<file path="src/rtl/dcache_settings.svh">
`ifndef DCACHE_SETTINGS_SVH
`define DCACHE_SETTINGS_SVH

// cache geometry
`define DCACHE_WAYS 4
// index is addr[9:6]
`define DCACHE_SETS 16

// 32-bit beats per 64-byte line
`define LINE_BEATS 16

// backing memory, 16 KiB of 32-bit words, word index addr[13:2]
`define MEM_WORDS 4096

// word n starts out as n * this constant, kept odd so every word differs
`define MEM_INIT_MULT 32'h9e37_79b1

`endif

</file>
<file path="src/rtl/mem_pkg.sv">
package mem_pkg;

	// byte address, upper bits ignored by the memory
	typedef logic [31:0] addr_t;

	// request side data word
	typedef logic [63:0] word_t;

	// one refill beat
	typedef logic [31:0] beat_t;

	// one bit per byte of word_t
	typedef logic [7:0] byte_mask_t;

	typedef enum logic [1:0] {
		MEM_IDLE,
		MEM_GAP,
		MEM_BURST
	} mem_state_e;

endpackage

</file>
<file path="src/rtl/dcache_pkg.sv">
`include "dcache_settings.svh"

package dcache_pkg;

	// addr[31:10]
	typedef logic [21:0] tag_t;

	// addr[9:6]
	typedef logic [3:0] index_t;

	// set index plus row inside the line, addr[9:4]
	typedef logic [5:0] row_t;

	// one bit per way
	typedef logic [`DCACHE_WAYS-1:0] way_mask_t;

	// one data ram row, four 32-bit lanes
	typedef logic [127:0] line_row_t;

	typedef enum logic {
		LOOKUP,
		REFILL
	} ctrl_state_e;

endpackage

</file>
<file path="src/rtl/dcache_ifs.sv">
`timescale 1ns/1ns
`include "dcache_settings.svh"

// line refill channel between cache and memory
interface refill_if import mem_pkg::*; ();
	addr_t araddr;
	logic  arvalid;
	logic  arready;
	beat_t rdata;
	logic  rvalid;
	logic  rlast;

	modport memory (input araddr, arvalid, output arready, rdata, rvalid, rlast);
	modport cache (output araddr, arvalid, input arready, rdata, rvalid, rlast);
endinterface

// write-through path, one masked 64-bit word per cycle
interface mem_wr_if import mem_pkg::*; ();
	logic       we;
	addr_t      waddr;
	word_t      wdata;
	byte_mask_t wmask;

	modport memory (input we, waddr, wdata, wmask);
	modport cache (output we, waddr, wdata, wmask);
endinterface

// data ram port shared by all ways
interface way_ram_if import mem_pkg::*, dcache_pkg::*; ();
	way_mask_t ce;
	logic      we;
	row_t      row;
	logic [1:0] lane;
	beat_t     wdata;
	line_row_t [`DCACHE_WAYS-1:0] rdata;

	modport storage (input ce, we, row, lane, wdata, output rdata);
	modport control (output ce, we, row, lane, wdata, input rdata);
endinterface

</file>
<file path="src/rtl/dcache_ctrl.sv">
`timescale 1ns/1ns
`include "dcache_settings.svh"

module dcache_ctrl import mem_pkg::*, dcache_pkg::*; (
	input  logic       clk,
	input  logic       rst,
	input  logic       valid,
	input  logic       wren,
	input  addr_t      addr,
	input  word_t      din,
	input  byte_mask_t mask,
	output logic       ready,
	output word_t      dout,
	refill_if.cache    rf,
	mem_wr_if.cache    wr,
	way_ram_if.control ram
);

	localparam int BEAT_W = $clog2(`LINE_BEATS);

	ctrl_state_e state;

	tag_t tags [`DCACHE_WAYS][`DCACHE_SETS];
	logic [`DCACHE_SETS-1:0] vld [`DCACHE_WAYS];

	index_t idx;
	tag_t tag;
	way_mask_t hit_mask;
	way_mask_t hit_q;
	way_mask_t victim;
	logic [BEAT_W-1:0] beat_cnt;
	line_row_t line_sel;

	logic take;
	logic rd_hit;
	logic rd_miss;
	logic wr_go;
	logic fill_done;

	assign idx = addr[9:6];
	assign tag = addr[31:10];

	always_comb begin
		for (int w = 0; w < `DCACHE_WAYS; w++) begin
			hit_mask[w] = vld[w][idx] && (tags[w][idx] == tag);
		end
	end

	// valid is ignored while ready is up
	assign take = (state == LOOKUP) && valid && !ready;
	assign rd_hit = take && !wren && (hit_mask != '0);
	assign rd_miss = take && !wren && (hit_mask == '0);
	assign wr_go = take && wren;
	assign fill_done = (state == REFILL) && rf.rvalid && rf.rlast;

	always_ff @(posedge clk) begin
		if (rst) begin
			state <= LOOKUP;
		end else begin
			case (state)
				LOOKUP: if (rd_miss && rf.arready) state <= REFILL;
				REFILL: if (fill_done) state <= LOOKUP;
				default: state <= LOOKUP;
			endcase
		end
	end

	// beat counter and round-robin victim
	always_ff @(posedge clk) begin
		if (rst) begin
			beat_cnt <= '0;
			victim <= way_mask_t'(1);
		end else if (state == LOOKUP) begin
			beat_cnt <= '0;
			victim <= {victim[`DCACHE_WAYS-2:0], victim[`DCACHE_WAYS-1]};
		end else if (rf.rvalid) begin
			beat_cnt <= beat_cnt + 1'b1;
		end
	end

	always_ff @(posedge clk) begin
		for (int w = 0; w < `DCACHE_WAYS; w++) begin
			if (fill_done && victim[w]) begin
				tags[w][idx] <= tag;
			end
		end
	end

	always_ff @(posedge clk) begin
		if (rst) begin
			for (int w = 0; w < `DCACHE_WAYS; w++) begin
				vld[w] <= '0;
			end
		end else begin
			for (int w = 0; w < `DCACHE_WAYS; w++) begin
				if (fill_done && victim[w]) begin
					vld[w][idx] <= 1'b1;
				end else if (wr_go && hit_mask[w]) begin
					// write-through drops the stale copy
					vld[w][idx] <= 1'b0;
				end
			end
		end
	end

	always_ff @(posedge clk) begin
		if (rst) begin
			ready <= 1'b0;
			hit_q <= '0;
		end else begin
			ready <= rd_hit || wr_go;
			hit_q <= rd_hit ? hit_mask : '0;
		end
	end

	assign rf.arvalid = rd_miss;
	assign rf.araddr = {addr[31:6], 6'b0};

	assign wr.we = wr_go;
	assign wr.waddr = addr;
	assign wr.wdata = din;
	assign wr.wmask = mask;

	// lookup reads the hit way, refill writes the victim lane by lane
	assign ram.ce = (state == LOOKUP) ? (rd_hit ? hit_mask : '0) : (rf.rvalid ? victim : '0);
	assign ram.we = (state == REFILL) && rf.rvalid;
	assign ram.row = (state == LOOKUP) ? addr[9:4] : {idx, beat_cnt[BEAT_W-1:BEAT_W-2]};
	assign ram.lane = beat_cnt[1:0];
	assign ram.wdata = rf.rdata;

	always_comb begin
		line_sel = '0;
		for (int w = 0; w < `DCACHE_WAYS; w++) begin
			if (hit_q[w]) begin
				line_sel = ram.rdata[w];
			end
		end
	end

	// addr[3] picks the 64-bit half
	assign dout = addr[3] ? line_sel[127:64] : line_sel[63:0];

endmodule

</file>
<file path="src/flat_wrapper.sv">
// flat-port wrapper written by rule: the top's interface ports become plain ports
module dcache_ctrl_flat import mem_pkg::*, dcache_pkg::*;
  (clk, rst, valid, wren, addr, din, mask, ready, dout, rf_araddr, rf_arvalid, rf_arready, rf_rdata, rf_rvalid, rf_rlast, wr_we, wr_waddr, wr_wdata, wr_wmask, ram_ce, ram_we, ram_row, ram_lane, ram_wdata, ram_rdata);
  refill_if rf_i ();
  mem_wr_if wr_i ();
  way_ram_if ram_i ();
  input  logic clk;
  input  logic rst;
  input  logic valid;
  input  logic wren;
  input  addr_t addr;
  input  word_t din;
  input  byte_mask_t mask;
  output logic ready;
  output word_t dout;
  output wire logic [$bits(rf_i.araddr)-1:0] rf_araddr;
  output wire logic [$bits(rf_i.arvalid)-1:0] rf_arvalid;
  input wire logic [$bits(rf_i.arready)-1:0] rf_arready;
  input wire logic [$bits(rf_i.rdata)-1:0] rf_rdata;
  input wire logic [$bits(rf_i.rvalid)-1:0] rf_rvalid;
  input wire logic [$bits(rf_i.rlast)-1:0] rf_rlast;
  output wire logic [$bits(wr_i.we)-1:0] wr_we;
  output wire logic [$bits(wr_i.waddr)-1:0] wr_waddr;
  output wire logic [$bits(wr_i.wdata)-1:0] wr_wdata;
  output wire logic [$bits(wr_i.wmask)-1:0] wr_wmask;
  output wire logic [$bits(ram_i.ce)-1:0] ram_ce;
  output wire logic [$bits(ram_i.we)-1:0] ram_we;
  output wire logic [$bits(ram_i.row)-1:0] ram_row;
  output wire logic [$bits(ram_i.lane)-1:0] ram_lane;
  output wire logic [$bits(ram_i.wdata)-1:0] ram_wdata;
  input wire logic [$bits(ram_i.rdata)-1:0] ram_rdata;
  assign rf_araddr = rf_i.araddr;
  assign rf_arvalid = rf_i.arvalid;
  assign rf_i.arready = rf_arready;
  assign rf_i.rdata = rf_rdata;
  assign rf_i.rvalid = rf_rvalid;
  assign rf_i.rlast = rf_rlast;
  assign wr_we = wr_i.we;
  assign wr_waddr = wr_i.waddr;
  assign wr_wdata = wr_i.wdata;
  assign wr_wmask = wr_i.wmask;
  assign ram_ce = ram_i.ce;
  assign ram_we = ram_i.we;
  assign ram_row = ram_i.row;
  assign ram_lane = ram_i.lane;
  assign ram_wdata = ram_i.wdata;
  assign ram_i.rdata = ram_rdata;
  dcache_ctrl u_core (.clk(clk), .rst(rst), .valid(valid), .wren(wren), .addr(addr), .din(din), .mask(mask), .ready(ready), .dout(dout), .rf(rf_i), .wr(wr_i), .ram(ram_i));
endmodule
</file>
<file path="config.mk">
export PLATFORM = sky130hd
export DESIGN_NAME = dcache_ctrl_flat
export DESIGN_NICKNAME = d
export VERILOG_FILES = /design/src/rtl/mem_pkg.sv /design/src/rtl/dcache_pkg.sv /design/src/rtl/dcache_ifs.sv /design/src/rtl/dcache_ctrl.sv /design/src/flat_wrapper.sv
export VERILOG_INCLUDE_DIRS = /design/src /design/src/rtl
export SDC_FILE = /design/constraint.sdc
export NUM_CORES = 2
export LEC_CHECK = 0
export ABC_AREA = 1
export BUFFER_PORTS_ARGS = -buffer_cell sky130_fd_sc_hd__buf_4
export CORE_ASPECT_RATIO = 0.9
export CORE_MARGIN = 4
export CORE_UTILIZATION = 45
export CTS_BUF_LIST = sky130_fd_sc_hd__clkbuf_4
export DETAILED_ROUTE_END_ITERATION = 7
export PLACE_DENSITY_LB_ADDON = 0.12
export SYNTH_ARGS = -nofsm -noshare
export SYNTH_HDL_FRONTEND = slang
export SYNTH_SLANG_ARGS = --single-unit
export TNS_END_PERCENT = 100
</file>
<file path="constraint.sdc">
create_clock -name clk -period 4.3 [get_ports clk]
set_input_delay 0.215 -clock clk [delete_from_list [all_inputs] [get_ports clk]]
set_output_delay 0.215 -clock clk [all_outputs]
set_load 0.03 [all_outputs]
</file>
==> After elaboration in Yosys (flattened, before gate mapping) <==
Memories as Yosys holds them, arrays and structs flattened.
Cells that the tools add are included.
{ "op_classes": {"n_addsub": 1, "n_lt_le_gt_ge": 4, "n_eq_ne": 4, "mux": 198, "n_bitwise": 130, "reduce_logical": 29} }
{ "op_table": {"columns": ["op", "count"], "rows": [
  ["$mux 352", 4],
  ["$mux 128", 4],
  ["$bmux 22 s4", 4],
  ["$mux 22", 9],
  ["$mux 1", 157],
  ["$mux 16", 8],
  ["$or 1x1->1", 128],
  ["$demux 22 s4", 1],
  ["$eq 22x22->1", 4],
  ["$mux 64", 1],
  ["$logic_and 1x1->1", 23],
  ["$bmux 1 s4", 4],
  ["$mux 4", 3],
  ["$ge 5x5->1 const B", 1],
  ["$lt 4x5->1 const B", 1],
  ["$lt 5x1->1 const B", 1],
  ["$not 4->5", 1],
  ["$add 4x1->4 const B", 1],
  ["$demux 1 s4", 1],
  ["$ge 4x1->1 const B", 1],
  ["$logic_not 4->1", 1],
  ["$reduce_bool 4->1", 1],
  ["$logic_not 1->1", 2],
  ["$mux 2", 1],
  ["4 further kinds", 4]
]} }
{ "word_totals": {"ff_bits": 14, "ramBits": 1472, "input_bits": 655, "output_inout_bits": 248, "word_cells": 373, "n_memories": 2} }
{ "mem_list": {"columns": ["name", "depth", "word_bits", "read_ports", "rd_clocked_by_memory_dff", "wr", "line_no", "text"], "rows": [
  ["u_core.tags", 4, 352, 4, 0, 4, "dcache_ctrl.sv:23", "tag_t tags [`DCACHE_WAYS][`DCACHE_SETS];"],
  ["u_core.vld", 4, 16, 4, 0, 4, "dcache_ctrl.sv:24", "logic [`DCACHE_SETS-1:0] vld [`DCACHE_WAYS];"]
]} }

==> Longest topological paths before layout <==
{ "logic_depth": {"depth_word": 12, "ltp_mapped": 23, "mapped_depth_nobuf": 19} }

==> Worst setup path after synthesis <==
No wires, ideal clock.
{ "synth_path": {"kind": "register to register", "startpoint": "register u_core.state", "endpoint": "memory u_core.tags[1][110] in the netlist's numbering (enable)", "setup_time_ps": 401, "arrival_ps": 2602, "required_time_ps": 3899, "path_slack_ps": 1298, "stages_incl_launch_ff": 9, "path_buffers": 2, "period_less_slack_ps": 3002, "cell_sequence": "dfxtp_1 > clkbuf_1 > nand2_1 > inv_1 > nand2_1 > nor2_1 > clkinv_1 > clkbuf_1 > nor2_1"} }
{ "synth_lines": {"columns": ["element", "line_no", "text"], "rows": [
  ["from (decl)", "dcache_ctrl.sv:21", "ctrl_state_e state;"],
  ["from (signal assigned)", "dcache_ctrl.sv:58", "state <= LOOKUP;"],
  ["from (signal assigned)", "dcache_ctrl.sv:61", "LOOKUP: if (rd_miss && rf.arready) state <= REFILL;"],
  ["from (signal assigned)", "dcache_ctrl.sv:62", "REFILL: if (fill_done) state <= LOOKUP;"],
  ["to (decl)", "dcache_ctrl.sv:23", null]
]} }

==> Worst setup path in the final report <==
{ "layout_path": {"startpoint": "register u_core.hit_q[1]", "endpoint": "output dout[1]"} }
{ "layout_via": {"elab_chain_len": 4} }
{ "layout_lines": {"columns": ["element", "line_no", "text"], "rows": [
  ["from (decl)", "dcache_ctrl.sv:29", "way_mask_t hit_q;"],
  ["from (signal assigned)", "dcache_ctrl.sv:112", "hit_q <= rd_hit ? hit_mask : '0;"],
  ["$mux 128 (3 in series)", "dcache_ctrl.sv:134", "if (hit_q[w]) begin"],
  ["$mux 64", "dcache_ctrl.sv:141", "assign dout = addr[3] ? line_sel[127:64] : line_sel[63:0];"],
  ["to (decl)", "flat_wrapper.sv:15", "output word_t dout;"]
]} }
Every way passes these cells.

==> metrics.cfg <==
[outcome]
outcome=finished with violations
violations=antenna rules

[floorplanning]
rows=134
start_util_pct=45.52
io_pins=903
dieArea_um2=156900
core_area_um2=148900
die_y_um=376.1
chipWidth_um=417.1

[worst_setup_path]
ff2ff_setup_slack_ns=0.77
start_kind=register
crit_fanout=80
crit_path_end=dout[1]
rr_worst_depth=20
rr_startpoint=u_core.tags[3][190]
worstPathArrival_ns=4.01
r2r_end=u_core.ready
required_ns=4.09
criticalPathCategory=reg -> out
crit_path_end_kind=output port
startpoint=u_core.hit_q[1]

[synthesis]
synth.distinct_cells=32
synth-seq-area-share_pct=65.64
netlist_area_um2=67760
synth_edf_count=1472
yosys-top-cells-area=edfxtp_1 (65%), nand2_1 (20%), buf_4 (2.3%)
synth_top_area_share_pct=65.23
ys_warn_count=0
synth_cells=6980
synth_top_flop_cell=edfxtp_1
yosysMostFrequentCell=nand2_1
synth.avg_cell_area_um2=9.708
synthTopCellsByCount=nand2_1 (3584), edfxtp_1 (1472), nor2_1 (401)
yosys.area.top_type=edfxtp_1
async_flop_share_pct=0
synth_seq_cells=1486

[clock_tree]
cts-root-buf=clkbuf_4
clock-sinks=1486
path_clk_slew_ns=0.06
clk_latency_ns=1.30
htree_levels=5
cts_tree=yes
cts_made_buffers=395
cts_buffer_depth=4

[cells_and_area]
nNetsFinal=8494
area_growth_pct=19.20
num-fill-cells=13527
drive_above_1_share_pct=20.08

[routing]
vias=56310
drt_iter0_drc=7305
route.layer.met1.wl_um=120000
wl_met3_um=36830
avgRoutedWirePerCell_um=30.38
drtAntennaViolNets=1
highest_layer=met5
drc=0
drtPass1Iterations=6
wirelength_um=307000
wl_met2_um=133300
via_per_inst=5.572

[sta]
setup_viol=0
relSlewSlack_pct=19.17
fin_hold_ws_ns=0.1341
fin_crit_ns=4.222
fin_crit_sh_pct=98.19
fmax_mhz=236.8
finalWorstSetupSlack_ns=0.07774
worst_pin_slew_ns=1.209
clock_skew_ns=0.1073
hold_viol=0
finalMaxSlewViolations=0

[job]
max-cap-violations=0

[placed_design]
gp_congestion=1.033
dp_worst_setup_slack_ns=0.3667
portBuffers=682
place_hpwl_um=209700

[global_routing]
grt_overflow=0
grt_pass1_wl_um=414300
antenna_found_initial=64
grt_max_degree=103
grt_util_all_layers_pct=37.97
grt_pass1_vias=51730

[pwr]
leakage_nw=33.05
peakVddDrop_mv=0.2823
pwr_density_cell_nw_per_um2=378.9

[min_path]
min_path_type=in -> reg

## cell type report
class | count | area, um^2 | area share, %
Sequential cell | 1486 | 44490 | 55.08
Clock buffer | 568 | 4264 | 5.279
Inverter | 73 | 307.8 | 0.3810
Multi-Input combinational cell | 4871 | 20260 | 25.08
Tap cell | 1972 | 2467 | 3.054
Timing Repair Buffer | 1011 | 8511 | 10.54
Antenna cell | 40 | 100.1 | 0.1239
Clock inverter | 84 | 374.1 | 0.4631
## routing by layer
metal / up-vias / GRT usage [%]
met5: - / 2.989
met4: 20 / 18.93
met3: 463 / 12.56
met2: 3604 / 55.44
met1: 27095 / 50.65
li1: 25128 / -
## placed cells by master (no fill, tap or decap), drive strengths merged, types with 2 or more instances in the layout
cell | synthesis | routed
clkinv | 1 | 76
dfxtp | 14 | 14
a22oi | 14 | 14
o22ai | 24 | 24
bufinv | 0 | 2
inv | 72 | 78
diode | 0 | 40
a211oi | 97 | 97
o32ai | 40 | 40
nand3 | 230 | 230
nor3 | 20 | 20
dlygate4sd3 | 0 | 73
nand2 | 3585 | 3585
nand3b | 5 | 5
clkbuf | 155 | 570
a21oi | 194 | 194
nand4 | 17 | 17
o21a | 16 | 16
nor2 | 403 | 403
o21ai | 217 | 217
edfxtp | 1472 | 1472
conb | 1 | 6
buf | 400 | 935
## worst max-delay path: stages (launching register included)
cell and delay (ns):
dfxtp_4 0.54, buf_12 0.37, nand2_1 0.09, a21oi_1 0.78
a211oi_1 0.08, o32ai_1 0.26, buf_4 0.23, buf_4 0.18
## how the worst min path moves through the flow
| stage | from | cells after the start | endpoint |
|---|---|---|---|
| 6_report | addr[25] | 3 | u_core.tags[2][125] |
| 2_1_floorplan | addr[10] | 0 | u_core.tags[0][0] |
| 3_3_place_gp | rf_rdata[19] | 0 | ram_wdata[19] |
| 4_1_cts | addr[25] | 3 | u_core.tags[2][15] |
| 3_5_place_dp | rf_rdata[19] | 0 | ram_wdata[19] |
| 5_1_grt | addr[25] | 3 | u_core.tags[2][15] |
## sequential cells by signal, indices dropped and copies added, names as in the netlist
register         flops
u_core.tags       1408
u_core.vld          64
u_core.beat_cnt      4
u_core.hit_q         4
u_core.victim        4
u_core.ready         1
u_core.state         1
## kinds of logic after synthesis
| group | count (synthesis) | synth area share (%) |
|---|---|---|
| flip-flops | 1486 | 65.64 |
| other | 1 | 0.005534 |
| AND/OR/NAND/NOR | 4260 | 24.19 |
| adder cells (fa/ha/maj) | 1 | 0.01846 |
| multiplexers | 1 | 0.01477 |
| buffers and inverters | 628 | 4.934 |
| AO/OA/AOI/OAI | 603 | 5.199 |
## stage by stage
stage          instance area [um^2]  util (%)  setup TNS (ns)  std cells  total power [mW]
2_1_floorplan                 67780         -               0       6985             17.66
3_3_place_gp                  75020     50.39               0       9332             19.01
3_5_place_dp                  75020     50.39               0       9332             19.02
4_1_cts                       80510     54.08               0      10063             30.75
5_1_grt                       80730     54.22         -0.1739      10085             31.81
6_report                      80780     54.26               0      10105             30.61
## power by group
group / internal (mW) / switching, mW
sequential: 15.9 / 0.0111
combinational: 0.903 / 2.00
clock: 6.10 / 5.65
## what timing repair did
action                                  CTS  global route
gates cloned                              0             2
gates resized for setup                   4            34
setup buffers                             2             0
hold buffers                             77             0
endpoints found under the hold margin  1530             0
pin swaps                                 1             1
setup endpoints to repair                32            11
Note: power is estimated with default switching activity, not from simulation.
